File: src/source/mem_pkg.sv
// Shared types and constants for the memory stage subsystem.
// Micro-op layout: bit 0 load, bit 1 store, bits 3:2 size, bit 4 signed.
// The MMIO region is one 4 KiB page; anything else goes to data memory.

package mem_pkg;

    typedef logic [31:0] xlen_t;     // Data or address word
    typedef logic [ 4:0] reg_addr_t; // Register index
    typedef logic [ 4:0] uop_t;      // Micro-op code
    typedef logic        fu_t;       // 1 = LSU, 0 = pass-through
    typedef logic [ 3:0] strb_t;     // Byte write strobe
    typedef logic [ 4:0] cause_t;    // Trap cause

    // Micro-op field positions
    localparam int UOP_LOAD    = 0;
    localparam int UOP_STORE   = 1;
    localparam int UOP_SIZE_LO = 2; // Two-bit size field starts here
    localparam int UOP_SIGNED  = 4;

    // Access size codes
    localparam logic [1:0] LSU_BYTE = 2'd0;
    localparam logic [1:0] LSU_HALF = 2'd1;
    localparam logic [1:0] LSU_WORD = 2'd2;

    localparam fu_t FU_LSU = 1'b1;

    // Alignment trap causes
    localparam cause_t TRAP_LDALIGN = 5'd4;
    localparam cause_t TRAP_STALIGN = 5'd6;

    // MMIO page decode
    localparam xlen_t MMIO_BASE_ADDR = 32'h0000_1000;
    localparam xlen_t MMIO_BASE_MASK = 32'hFFFF_F000;

    // LSU request FSM, WAIT_DONE means a load is outstanding
    typedef enum logic [1:0] {
        LSU_IDLE,
        LSU_REQ,
        LSU_WAIT_DONE
    } lsu_state_e;

    // Response stage FSM
    typedef enum logic {
        RESP_IDLE,
        RESP_WAIT_DATA
    } resp_state_e;

endpackage
File: src/source/mem_subsystem.sv
// Memory subsystem top: memory stage, pipeline register, response stage.
// No flush; order is kept end to end and wb_valid marks each result.

`timescale 1ns/100ps

module mem_subsystem import mem_pkg::*; (
    input  logic      g_clk,
    input  logic      g_resetn,
    input  logic      s3_valid,
    input  reg_addr_t s3_rd,
    input  xlen_t     s3_opr_a,
    input  xlen_t     s3_opr_b,
    input  uop_t      s3_uop,
    input  fu_t       s3_fu,
    input  logic      s3_trap,
    output logic      s3_busy,
    input  logic      hold_lsu_req,
    output logic      dmem_req,
    output logic      dmem_wen,
    output strb_t     dmem_strb,
    output xlen_t     dmem_addr,
    output xlen_t     dmem_wdata,
    input  logic      dmem_gnt,
    input  logic      dmem_recv,
    input  xlen_t     dmem_rdata,
    output logic      mmio_en,
    output logic      mmio_wen,
    output xlen_t     mmio_addr,
    output xlen_t     mmio_wdata,
    input  xlen_t     mmio_rdata,
    output logic      wb_valid,
    output logic      wb_wen,
    output reg_addr_t wb_rd,
    output xlen_t     wb_wdata,
    output logic      wb_trap,
    output cause_t    wb_cause
);

    // Stage to pipeline register
    logic      p_valid;
    logic      p_busy;
    reg_addr_t n_rd;
    xlen_t     n_opr_a;
    xlen_t     n_opr_b;
    uop_t      n_uop;
    fu_t       n_fu;
    logic      n_trap;

    // Pipeline register to response stage
    logic      s4_valid;
    logic      s4_busy;
    reg_addr_t s4_rd;
    xlen_t     s4_opr_a;
    xlen_t     s4_opr_b;
    uop_t      s4_uop;
    fu_t       s4_fu;
    logic      s4_trap;

    mem_stage u_stage (
        .g_clk (g_clk), .g_resetn (g_resetn),
        .s3_valid (s3_valid), .s3_rd (s3_rd), .s3_opr_a (s3_opr_a),
        .s3_opr_b (s3_opr_b), .s3_uop (s3_uop), .s3_fu (s3_fu),
        .s3_trap (s3_trap), .hold_lsu_req (hold_lsu_req), .p_busy (p_busy),
        .dmem_gnt (dmem_gnt), .dmem_recv (dmem_recv), .s3_busy (s3_busy),
        .p_valid (p_valid), .n_rd (n_rd), .n_opr_a (n_opr_a),
        .n_opr_b (n_opr_b), .n_uop (n_uop), .n_fu (n_fu), .n_trap (n_trap),
        .dmem_req (dmem_req), .dmem_wen (dmem_wen), .dmem_strb (dmem_strb),
        .dmem_addr (dmem_addr), .dmem_wdata (dmem_wdata),
        .mmio_en (mmio_en), .mmio_wen (mmio_wen), .mmio_addr (mmio_addr),
        .mmio_wdata (mmio_wdata)
    );

    mem_pipe_reg u_pipe_reg (
        .g_clk (g_clk), .g_resetn (g_resetn),
        .p_valid (p_valid), .n_rd (n_rd), .n_opr_a (n_opr_a),
        .n_opr_b (n_opr_b), .n_uop (n_uop), .n_fu (n_fu), .n_trap (n_trap),
        .s4_busy (s4_busy), .p_busy (p_busy), .s4_rd (s4_rd),
        .s4_opr_a (s4_opr_a), .s4_opr_b (s4_opr_b), .s4_uop (s4_uop),
        .s4_fu (s4_fu), .s4_trap (s4_trap), .s4_valid (s4_valid)
    );

    mem_response u_response (
        .g_clk (g_clk), .g_resetn (g_resetn),
        .s4_rd (s4_rd), .s4_opr_a (s4_opr_a), .s4_opr_b (s4_opr_b),
        .s4_uop (s4_uop), .s4_fu (s4_fu), .s4_trap (s4_trap),
        .s4_valid (s4_valid), .dmem_recv (dmem_recv),
        .dmem_rdata (dmem_rdata), .mmio_rdata (mmio_rdata),
        .mmio_en (mmio_en), .mmio_wen (mmio_wen), .s4_busy (s4_busy),
        .wb_valid (wb_valid), .wb_wen (wb_wen), .wb_rd (wb_rd),
        .wb_wdata (wb_wdata), .wb_trap (wb_trap), .wb_cause (wb_cause)
    );

endmodule

File: src/source/mem_response.sv
// Response stage. Relies on the memory stage letting at most one load's
// data be in flight ahead of its consumption by this stage.
// MMIO read data is taken one cycle after mmio_en, dmem data on dmem_recv.
// Writeback results are registered, one wb_valid pulse per instruction.

`timescale 1ns/100ps

module mem_response import mem_pkg::*; (
    input  logic      g_clk,
    input  logic      g_resetn,
    input  reg_addr_t s4_rd,
    input  xlen_t     s4_opr_a,
    input  xlen_t     s4_opr_b,     // Byte address for LSU ops
    input  uop_t      s4_uop,
    input  fu_t       s4_fu,
    input  logic      s4_trap,
    input  logic      s4_valid,
    input  logic      dmem_recv,
    input  xlen_t     dmem_rdata,
    input  xlen_t     mmio_rdata,
    input  logic      mmio_en,
    input  logic      mmio_wen,
    output logic      s4_busy,
    output logic      wb_valid,
    output logic      wb_wen,
    output reg_addr_t wb_rd,
    output xlen_t     wb_wdata,
    output logic      wb_trap,
    output cause_t    wb_cause
);

    resp_state_e resp_state;
    logic        s4_lsu;
    logic        s4_load;
    logic        need_data;
    logic        accept;
    logic        mmio_rd_q;    // MMIO read data due this cycle
    logic        data_valid;
    logic [1:0]  size;
    logic        sign;
    xlen_t       hold_data;
    xlen_t       shifted;
    xlen_t       load_val;

    assign s4_lsu    = s4_fu == FU_LSU;
    assign s4_load   = s4_lsu && s4_uop[UOP_LOAD] && !s4_trap;
    assign need_data = s4_valid && s4_load;
    assign s4_busy   = need_data && (resp_state == RESP_IDLE || !data_valid);
    assign accept    = s4_valid && !s4_busy;

    // ------------------------------------------------------------------
    // Load data capture
    // ------------------------------------------------------------------

    always_ff @(posedge g_clk) begin
        if (!g_resetn) begin
            mmio_rd_q  <= 1'b0;
            data_valid <= 1'b0;
            resp_state <= RESP_IDLE;
        end else begin
            mmio_rd_q <= mmio_en && !mmio_wen;
            if (dmem_recv || mmio_rd_q) begin
                data_valid <= 1'b1;
            end else if (accept && s4_load) begin
                data_valid <= 1'b0;                    // Consumed
            end
            case (resp_state)
                RESP_IDLE:      if (need_data) resp_state <= RESP_WAIT_DATA;
                RESP_WAIT_DATA: if (data_valid) resp_state <= RESP_IDLE;
                default:        resp_state <= RESP_IDLE;
            endcase
        end
    end

    always_ff @(posedge g_clk) begin
        if (dmem_recv) begin
            hold_data <= dmem_rdata;
        end else if (mmio_rd_q) begin
            hold_data <= mmio_rdata;
        end
    end

    // ------------------------------------------------------------------
    // Align and extend
    // ------------------------------------------------------------------

    assign size    = s4_uop[UOP_SIZE_LO +: 2];
    assign sign    = s4_uop[UOP_SIGNED];
    assign shifted = hold_data >> {s4_opr_b[1:0], 3'b000}; // Lane to bit 0

    always_comb begin
        case (size)
            LSU_BYTE: load_val = {{24{sign && shifted[7]}}, shifted[7:0]};
            LSU_HALF: load_val = {{16{sign && shifted[15]}}, shifted[15:0]};
            default:  load_val = shifted;
        endcase
    end

    // ------------------------------------------------------------------
    // Writeback
    // ------------------------------------------------------------------

    always_ff @(posedge g_clk) begin
        if (!g_resetn) begin
            wb_valid <= 1'b0;
        end else begin
            wb_valid <= accept;
        end
    end

    always_ff @(posedge g_clk) begin
        if (accept) begin
            wb_wen   <= s4_load || (!s4_lsu && !s4_trap); // Stores write nothing
            wb_rd    <= s4_trap ? '0 : s4_rd;
            wb_wdata <= s4_lsu ? (s4_load ? load_val : '0) : s4_opr_a;
            wb_trap  <= s4_trap;
            wb_cause <= s4_trap ? s4_rd : '0;             // Cause came in rd
        end
    end

endmodule

File: src/source/mem_pipe_reg.sv
// Single entry pipeline register with valid/busy flow control.
// Takes a new item in the same cycle it hands one on.

`timescale 1ns/100ps

module mem_pipe_reg import mem_pkg::*; (
    input  logic      g_clk,
    input  logic      g_resetn,
    input  logic      p_valid,
    input  reg_addr_t n_rd,
    input  xlen_t     n_opr_a,
    input  xlen_t     n_opr_b,
    input  uop_t      n_uop,
    input  fu_t       n_fu,
    input  logic      n_trap,
    input  logic      s4_busy,
    output logic      p_busy,
    output reg_addr_t s4_rd,
    output xlen_t     s4_opr_a,
    output xlen_t     s4_opr_b,
    output uop_t      s4_uop,
    output fu_t       s4_fu,
    output logic      s4_trap,
    output logic      s4_valid
);

    assign p_busy = s4_valid && s4_busy; // Full and not draining

    always_ff @(posedge g_clk) begin
        if (!g_resetn) begin
            s4_valid <= 1'b0;
        end else if (!p_busy) begin
            s4_valid <= p_valid;
        end
    end

    always_ff @(posedge g_clk) begin
        if (p_valid && !p_busy) begin
            s4_rd    <= n_rd;
            s4_opr_a <= n_opr_a;
            s4_opr_b <= n_opr_b;
            s4_uop   <= n_uop;
            s4_fu    <= n_fu;
            s4_trap  <= n_trap;
        end
    end

endmodule

File: src/source/mem_stage.sv
// Memory stage. Execute must hold its s3 inputs while s3_busy is high.
// An LSU request only starts while the pipeline register can take the
// op, so a granted access always leaves s3 in its completion cycle.
// A trap already raised by execute keeps its cause in s3_rd.

`timescale 1ns/100ps

module mem_stage import mem_pkg::*; (
    input  logic      g_clk,
    input  logic      g_resetn,
    input  logic      s3_valid,
    input  reg_addr_t s3_rd,
    input  xlen_t     s3_opr_a,     // Address or result
    input  xlen_t     s3_opr_b,     // Store data
    input  uop_t      s3_uop,
    input  fu_t       s3_fu,
    input  logic      s3_trap,
    input  logic      hold_lsu_req,
    input  logic      p_busy,
    input  logic      dmem_gnt,
    input  logic      dmem_recv,
    output logic      s3_busy,
    output logic      p_valid,
    output reg_addr_t n_rd,
    output xlen_t     n_opr_a,
    output xlen_t     n_opr_b,
    output uop_t      n_uop,
    output fu_t       n_fu,
    output logic      n_trap,
    output logic      dmem_req,
    output logic      dmem_wen,
    output strb_t     dmem_strb,
    output xlen_t     dmem_addr,
    output xlen_t     dmem_wdata,
    output logic      mmio_en,
    output logic      mmio_wen,
    output xlen_t     mmio_addr,
    output xlen_t     mmio_wdata
);

    logic   fu_lsu;
    logic   lsu_valid;
    logic   lsu_ready;
    logic   lsu_a_error;
    logic   lsu_mmio;
    logic   lsu_hold;
    logic   lsu_trap;
    cause_t lsu_cause;

    // ------------------------------------------------------------------
    // Decode and stalling
    // ------------------------------------------------------------------

    assign fu_lsu    = s3_fu == FU_LSU;
    assign lsu_valid = s3_valid && fu_lsu && !s3_trap; // Trapped ops skip memory
    assign lsu_hold  = hold_lsu_req || p_busy;         // Start only if s4 side free

    assign s3_busy = p_busy || (lsu_valid && !lsu_ready);
    assign p_valid = s3_valid && !s3_busy;

    // ------------------------------------------------------------------
    // Trap selection
    // ------------------------------------------------------------------

    assign lsu_trap  = lsu_valid && lsu_a_error;
    assign lsu_cause = s3_uop[UOP_LOAD] ? TRAP_LDALIGN : TRAP_STALIGN;

    assign n_trap = s3_trap || lsu_trap;
    assign n_rd   = lsu_trap ? lsu_cause : s3_rd;      // Cause rides in rd

    // ------------------------------------------------------------------
    // Next stage values
    // ------------------------------------------------------------------

    // LSU ops carry {mmio, strb} in A and the byte address in B
    assign n_opr_a = lsu_valid ? {27'b0, lsu_mmio, dmem_strb} : s3_opr_a;
    assign n_opr_b = lsu_valid ? s3_opr_a : s3_opr_b;
    assign n_uop   = s3_uop;
    assign n_fu    = s3_fu;

    mem_lsu u_lsu (
        .g_clk        (g_clk),
        .g_resetn     (g_resetn),
        .lsu_valid    (lsu_valid),
        .lsu_addr     (s3_opr_a),
        .lsu_wdata    (s3_opr_b),
        .lsu_uop      (s3_uop),
        .hold_lsu_req (lsu_hold),
        .dmem_gnt     (dmem_gnt),
        .dmem_recv    (dmem_recv),
        .lsu_ready    (lsu_ready),
        .lsu_a_error  (lsu_a_error),
        .lsu_mmio     (lsu_mmio),
        .dmem_req     (dmem_req),
        .dmem_wen     (dmem_wen),
        .dmem_strb    (dmem_strb),
        .dmem_addr    (dmem_addr),
        .dmem_wdata   (dmem_wdata),
        .mmio_en      (mmio_en),
        .mmio_wen     (mmio_wen),
        .mmio_addr    (mmio_addr),
        .mmio_wdata   (mmio_wdata)
    );

endmodule

File: src/source/mem_lsu.sv
// Load/store unit. Inputs must stay steady while an access is pending.
// Only one data memory load may be outstanding; all new requests wait
// for its dmem_recv. Misaligned ops complete at once without a request.
// dmem_addr and mmio_addr are word aligned, lanes chosen by dmem_strb.

`timescale 1ns/100ps

module mem_lsu import mem_pkg::*; (
    input  logic   g_clk,
    input  logic   g_resetn,
    input  logic   lsu_valid,    // LSU op present
    input  xlen_t  lsu_addr,     // Byte address
    input  xlen_t  lsu_wdata,    // Store data, low aligned
    input  uop_t   lsu_uop,
    input  logic   hold_lsu_req, // Block new requests
    input  logic   dmem_gnt,
    input  logic   dmem_recv,
    output logic   lsu_ready,    // Op complete this cycle
    output logic   lsu_a_error,  // Misaligned access
    output logic   lsu_mmio,     // Address in MMIO page
    output logic   dmem_req,
    output logic   dmem_wen,
    output strb_t  dmem_strb,
    output xlen_t  dmem_addr,
    output xlen_t  dmem_wdata,
    output logic   mmio_en,
    output logic   mmio_wen,
    output xlen_t  mmio_addr,
    output xlen_t  mmio_wdata
);

    lsu_state_e lsu_state;
    logic [1:0] size;
    logic       is_load;
    logic       is_store;
    logic       misaligned;
    logic       can_issue;
    logic       dmem_done;
    xlen_t      wdata_rep;

    // ------------------------------------------------------------------
    // Decode
    // ------------------------------------------------------------------

    assign size     = lsu_uop[UOP_SIZE_LO +: 2];
    assign is_load  = lsu_uop[UOP_LOAD];
    assign is_store = lsu_uop[UOP_STORE];

    always_comb begin
        case (size)
            LSU_BYTE: misaligned = 1'b0;
            LSU_HALF: misaligned = lsu_addr[0];
            default:  misaligned = |lsu_addr[1:0]; // Word, and unused code
        endcase
    end

    assign lsu_a_error = lsu_valid && misaligned;
    assign lsu_mmio    = (lsu_addr & MMIO_BASE_MASK) == MMIO_BASE_ADDR;

    // Byte lanes and replicated store data
    always_comb begin
        case (size)
            LSU_BYTE: begin
                dmem_strb = strb_t'(4'b0001 << lsu_addr[1:0]);
                wdata_rep = {4{lsu_wdata[7:0]}};
            end
            LSU_HALF: begin
                dmem_strb = lsu_addr[1] ? 4'b1100 : 4'b0011;
                wdata_rep = {2{lsu_wdata[15:0]}};
            end
            default: begin
                dmem_strb = 4'b1111;
                wdata_rep = lsu_wdata;
            end
        endcase
    end

    // ------------------------------------------------------------------
    // Request FSM
    // ------------------------------------------------------------------

    // Fresh requests only from IDLE, which also covers the load guard
    assign can_issue = lsu_valid && !misaligned && !hold_lsu_req &&
                       (lsu_state == LSU_IDLE);

    assign dmem_req   = (lsu_state == LSU_REQ) || (can_issue && !lsu_mmio);
    assign dmem_wen   = is_store;
    assign dmem_addr  = {lsu_addr[31:2], 2'b00};
    assign dmem_wdata = wdata_rep;
    assign dmem_done  = dmem_req && dmem_gnt;

    assign mmio_en    = can_issue && lsu_mmio; // No grant, done at once
    assign mmio_wen   = is_store;
    assign mmio_addr  = {lsu_addr[31:2], 2'b00};
    assign mmio_wdata = wdata_rep;

    assign lsu_ready  = lsu_valid && (misaligned || mmio_en || dmem_done);

    always_ff @(posedge g_clk) begin
        if (!g_resetn) begin
            lsu_state <= LSU_IDLE;
        end else begin
            case (lsu_state)
                LSU_IDLE, LSU_REQ: begin
                    if (dmem_done) begin
                        lsu_state <= is_load ? LSU_WAIT_DONE : LSU_IDLE;
                    end else if (dmem_req) begin
                        lsu_state <= LSU_REQ;          // Hold until gnt
                    end
                end
                LSU_WAIT_DONE: begin
                    if (dmem_recv) begin
                        lsu_state <= LSU_IDLE;         // Load data back
                    end
                end
                default: lsu_state <= LSU_IDLE;
            endcase
        end
    end

endmodule

File: config.mk
export PLATFORM = sky130hd
export DESIGN_NAME = mem_subsystem
export DESIGN_NICKNAME = d
export VERILOG_FILES = /design/src/source/mem_pkg.sv /design/src/source/mem_subsystem.sv /design/src/source/mem_response.sv /design/src/source/mem_pipe_reg.sv /design/src/source/mem_stage.sv /design/src/source/mem_lsu.sv
export SDC_FILE = /design/constraint.sdc
export NUM_CORES = 1
export LEC_CHECK = 0
export BUFFER_PORTS_ARGS = -buffer_cell sky130_fd_sc_hd__buf_4
export CAP_MARGIN = 30
export CORE_MARGIN = 2
export CORE_UTILIZATION = 43
export DETAILED_ROUTE_END_ITERATION = 10
export PLACE_DENSITY = 0.81
export SYNTH_ARGS = -nofsm -noshare
export SYNTH_HDL_FRONTEND = slang
export SYNTH_SLANG_ARGS = --single-unit
File: constraint.sdc
create_clock -name g_clk -period 2.7 [get_ports g_clk]
set_input_delay 0.405 -clock g_clk [delete_from_list [all_inputs] [get_ports g_clk]]
set_output_delay 0.405 -clock g_clk [all_outputs]
set_load 0.005 [all_outputs]
; ---- Yosys cells after proc, flatten, opt, wreduce, memory -nomap -nowiden
; Index checks and enable logic that the tools add are counted.
[op_classes]
bitwise = 1
muxes = 23
eq_ne = 7
n_reduce_logical = 54
n_shift = 2
[op_table]
columns = operator, n
row1 = $mux 32, 4
row2 = $pmux 32 s2, 2
row3 = $shr 32x5->32, 1
row4 = $logic_and 1x1->1, 25
row5 = $eq 20x1->1 const B, 1
row6 = $logic_not 1->1, 12
row7 = $mux 2, 6
row8 = $mux 5, 2
row9 = $logic_or 1x1->1, 9
row10 = $pmux 4 s2, 1
row11 = $eq 2x1->1 const B, 3
row12 = $logic_not 2->1, 3
row13 = $mux 1, 4
row14 = $mux 4, 1
row15 = $pmux 1 s2, 2
row16 = $pmux 2 s2, 1
row17 = $reduce_bool 2->1, 2
row18 = $reduce_or 2->1, 2
row19 = $shl 1x2->4 const A, 1
row20 = $ne 3x3->1 const B, 1
row21 = $eq 2x2->1 const B, 1
row22 = $ne 2x2->1 const B, 1
row23 = $reduce_and 2->1, 1
row24 = $not 1->1, 1
[totals]
in_bits = 146
wordCells = 106
regBits = 129
out_inout_bits = 182

; ---- Logic depth before layout (Yosys ltp)
[logic_depth]
word_depth = 20
ltp_mapped = 7
ltp_nobuf = 5

; ---- Hierarchy
; Synthesis repeated with hierarchy kept, for this count alone.
[unflattened]
hier_cells = 636
area_unflattened_um2 = 8521.9
[modules_own_cells]
columns = module, cells_each, seq_area_each_um2, area_each_um2, n_inst
row1 = mem_response, 274, 2362.3, 3871.2, 1
row2 = mem_pipe_reg, 80, 2302.2, 2324.7, 1
row3 = mem_lsu, 191, 40.0, 1420.1, 1
row4 = mem_stage, 91, 0.0, 905.9, 1

; ---- Least setup slack after synthesis
; Ideal clock, no wire load.
[synth_timing]
path_kind = input port to flip-flop
start = input port s3_opr_a[26]
end = register u_pipe_reg.s4_fu (enable)
arrival_time_ps = 2378
path_stages = 5
path_buffers = 0
required_time_ps = 2293
path_slack_ps = -85
setup_ps = 407
cell_sequence = nor4_1 > and3_1 > nand3_1 > o21ai_0 > and3_1
[synth_via]
elab_chain_cells = 13
word_cells_on_any_way = 15
cone_classes = eq/ne (1) / reduce/logical (14)
[synth_rtl]
columns = item, line
row1 = "start, declared", mem_subsystem.sv:11  ; input xlen_t s3_opr_a,
row2 = $eq 20x1->1 (*), mem_lsu.sv:58  ; assign lsu_mmio = (lsu_addr & MMIO_BASE_MASK) == MMIO_BASE_ADDR;
row3 = $logic_not 1->1, mem_lsu.sv:86  ; assign dmem_req = (lsu_state == LSU_REQ) || (can_issue && !lsu_mmio);
row4 = $logic_and 1x1->1, mem_lsu.sv:86
row5 = $logic_or 1x1->1, mem_lsu.sv:86
row6 = $logic_and 1x1->1, mem_lsu.sv:90  ; assign dmem_done = dmem_req && dmem_gnt;
row7 = $logic_or 1x1->1 (*), mem_lsu.sv:97  ; assign lsu_ready = lsu_valid && (misaligned || mmio_en || dmem_done);
row8 = $logic_and 1x1->1 (*), mem_lsu.sv:97
row9 = $logic_not 1->1 (*), mem_stage.sv:58  ; assign s3_busy = p_busy || (lsu_valid && !lsu_ready);
row10 = $logic_and 1x1->1 (*), mem_stage.sv:58
row11 = $logic_or 1x1->1 (*), mem_stage.sv:58
row12 = $logic_not 1->1 (*), mem_stage.sv:59  ; assign p_valid = s3_valid && !s3_busy;
row13 = $logic_and 1x1->1 (*), mem_stage.sv:59
row14 = $logic_and 1x1->1 (*), mem_pipe_reg.sv:38  ; if (p_valid && !p_busy) begin
row15 = "end signal, assigned", mem_pipe_reg.sv:43  ; s4_fu <= n_fu;
row16 = "end, declared", mem_pipe_reg.sv:22  ; output fu_t s4_fu,
; Mark *: on every way between the ends. The rest lies on a longest branch, timed or not.
; A chain may end at the register's enable or synchronous reset.

; ---- Final worst setup path
[layout_timing]
start = register u_pipe_reg.s4_fu
end = output port mmio_en
[layout_via]
elab_chain_cells = 10
[layout_rtl]
columns = item, line
row1 = $logic_and 1x1->1 (2 in a row), mem_response.sv:46  ; assign s4_load = s4_lsu && s4_uop[UOP_LOAD] && !s4_trap;
row2 = $logic_and 1x1->1, mem_response.sv:47  ; assign need_data = s4_valid && s4_load;
row3 = $logic_and 1x1->1, mem_response.sv:48  ; assign s4_busy = need_data && (resp_state == RESP_IDLE || !data_valid);
row4 = $logic_and 1x1->1, mem_pipe_reg.sv:27  ; assign p_busy = s4_valid && s4_busy;
row5 = $logic_or 1x1->1, mem_stage.sv:56  ; assign lsu_hold = hold_lsu_req || p_busy;
row6 = $logic_not 1->1, mem_lsu.sv:83  ; assign can_issue = lsu_valid && !misaligned && !hold_lsu_req &&
row7 = $logic_and 1x1->1 (2 in a row), mem_lsu.sv:83
row8 = $logic_and 1x1->1, mem_lsu.sv:92  ; assign mmio_en = can_issue && lsu_mmio;
row9 = "end, declared", mem_subsystem.sv:26  ; output logic mmio_en,
; Every way passes these cells.

==> impl_metrics.yaml <==
sta:
  maxSlewHeadroom_pct: 47.4
  fin_crit_ns: 2.49
  rsz0062_at_grt: "no"
  fmax_ghz: 0.402
  setup_viol_count_final: 0
  finalCritPeriodShare_pct: 92.1
  fin_hold_ws_ns: 0.167
  fin_ws_ns: 0.213
  tightest_slew_ns: 0.789
  skew_ns: 0.00698
  fin_setup_tns_ns: 0
  maxSlewViolCount: 0
  finalHoldViolCount: 0
flow_run:
  drv_cap: 0
global_routing:
  grt_pass1_wl_um: 27300
  grt_pass1_vias: 4946
  grt-ovfl-total: 0
  grt_use_total_pct: 22.3
  antenna_found_initial: 2
  grt_max_degree: 46
floorplan:
  start_util_pct: 43.8
  boundaryPins: 328
  std_cell_rows: 46
  die_x_um: 131
  core-area_mm2: 0.0158
  die_y_um: 131
  die-area_mm2: 0.0171
synthesis:
  avgSynthCellArea_um2: 12.2
  yosysSeqAreaShare_pct: 54.6
  yosysTopAreaCell: "edfxtp_1"
  synthFlopType: "edfxtp_1"
  synth-edff-count: 121
  yosysUniqueCellTypes: 45
  netlist_area_mm2: 0.00691
  netlist.area_leader.share_pct: 52.6
  syn_inst: 565
  async_flop_share_pct: 0
  synth.most_common_cell: "edfxtp_1"
  ys_warn_count: 0
  synth_common_cells: "edfxtp_1 (121), buf_4 (108), mux2_2 (61)"
  synth_seq_cells: 128
  synth.area.top_cells: "edfxtp_1 (53%), buf_4 (12%), mux2_2 (9.9%)"
placement:
  dp_cells: 986
  hpwl_um: 15300
  dp_slack_ns: 0.189
  routabilityCongestion: 0.859
  portBuffers: 323
cts:
  clkLatencyLatePin_ns: 0.42
  ctsResizeCount: 0
  cts.htree.levels: 4
  cts_buffers: 17
  clk_path_buf_depth: 2
  clock_sinks: 128
  cts_root_buffer: "clkbuf_16"
  cts_tree: "built"
  cts_setup_buffers: 0
  clkSlewWorstSetupHoldPaths_ns: 0.05
  hold_buffers: 0
pwr:
  leakage_nw: 3.98
  p_per_area_mw_per_mm2: 563
  ir_drop_v: 0.000448
hold_path:
  worstHoldPathType: "in2reg"
drt:
  ant_nets: 0
  drt_iter0_markers: 331
  drc: 0
  vias: 5152
  via_per_inst: 5.05
  routed_wl_um: 19700
  dr.pass1.iters: 5
  avgRoutedWirePerCell_um: 19.3
final_layout:
  area_growth_pct: 34.8
  instances_no_fill: 1020
  post_route_cells_drive_above_1_share_pct: 53.7
  fillCellCount: 1354
  fin_nets: 935
setup_path:
  worstPathMaxFanout: 6
  cp.arrival_ns: 2.08
  cp-start-kind: "flop"
  end_kind: "output pin"
  crit_required_ns: 2.30
  path_class: "reg2out"
run_status:
  status: "finished clean"
-- worst max-delay path: stages, from the launching register on --
cell,delay [ns]
edfxtp_1,0.41
and3b_1,0.28
nand3_1,0.23
nor3b_1,0.36
inv_1,0.10
nor2_1,0.15
buf_4,0.13
-- layout make-up --
type | count | area, um^2 | area share [%]
flip-flops and latches | 128 | 3770 | 40.5
repair buffers | 335 | 2540 | 27.3
multi-input cells | 298 | 2200 | 23.7
clock buffers | 22 | 444 | 4.77
well taps | 216 | 270 | 2.90
clock inverters | 10 | 46.3 | 0.497
inverters | 9 | 33.8 | 0.363
diodes | 2 | 5.00 | 0.0537
-- registers in the layout (all words and copies together), names as in the netlist --
signal	cells
u_pipe_reg.s4_fu	1
u_pipe_reg.s4_opr_a	32
u_pipe_reg.s4_opr_b	2
u_pipe_reg.s4_rd	5
u_pipe_reg.s4_trap	1
u_pipe_reg.s4_uop	4
u_pipe_reg.s4_valid	1
u_response.data_valid	1
u_response.hold_data	32
u_response.mmio_rd_q	1
u_response.resp_state	1
u_response.wb_cause	5
u_response.wb_rd	5
u_response.wb_trap	1
u_response.wb_valid	1
u_response.wb_wdata	32
u_response.wb_wen	1
u_stage.u_lsu.lsu_state	2
-- routing by layer --
metal,wire [um],track usage (%)
met1,6900,23.8
met2,10900,42.4
met3,1310,4.60
met4,541,9.76
met5,0,0
-- worst paths after layout --
check	depth (start not counted)	slack, ns	startpoint	end
worst min register to register	1	0.51	u_stage.u_lsu.lsu_state[1]	u_stage.u_lsu.lsu_state[0]
worst max-delay path	6	0.21	u_pipe_reg.s4_fu	mmio_en
worst min-delay path	1	0.17	s3_uop[4]	u_pipe_reg.s4_uop[4]
worst max register to register	5	0.58	u_pipe_reg.s4_opr_b[1]	u_response.wb_wdata[24]
-- cells in the final DEF, fill, tap and decap left out, types with 9 or more instances in the layout --
master,instances
nor2b_1,9
o2bb2ai_1,16
o21ai_0,25
mux2i_1,26
buf_4,333
edfxtp_1,121
clkbuf_16,17
nand2_1,39
and2_1,32
a21oi_1,20
mux2_2,61
nor2_1,14
-- report_power, final --
group / leakage, nW / total (mW) / switching (mW) / internal, mW
registers: 1.23 / 2.40 / 0.0585 / 2.35
logic: 2.50 / 0.921 / 0.412 / 0.509
clock network: 0.239 / 1.92 / 0.779 / 1.14
-- logic make-up (layout without fill, tap and decap cells) --
kind of cell    Yosys count  after routing  share of synthesized area, %
buf+inv                 142            376                          13.7
mux                      88             88                          13.9
compound gates           81             81                          8.14
flops                   128            128                          54.6
other cells               1              6                        0.0542
simple gates            125            125                          9.57
-- stage by stage --
step	cell area [um^2]	utilization (%)	power (mW)
after floorplan	6930	-	2.91
after global placement	8820	55.9	3.35
after detailed placement	8820	55.9	3.37
after CTS	9310	59.0	5.27
after global routing	9320	59.1	5.44
final	9320	59.1	5.25
Power figures use the tool's default switching activity.
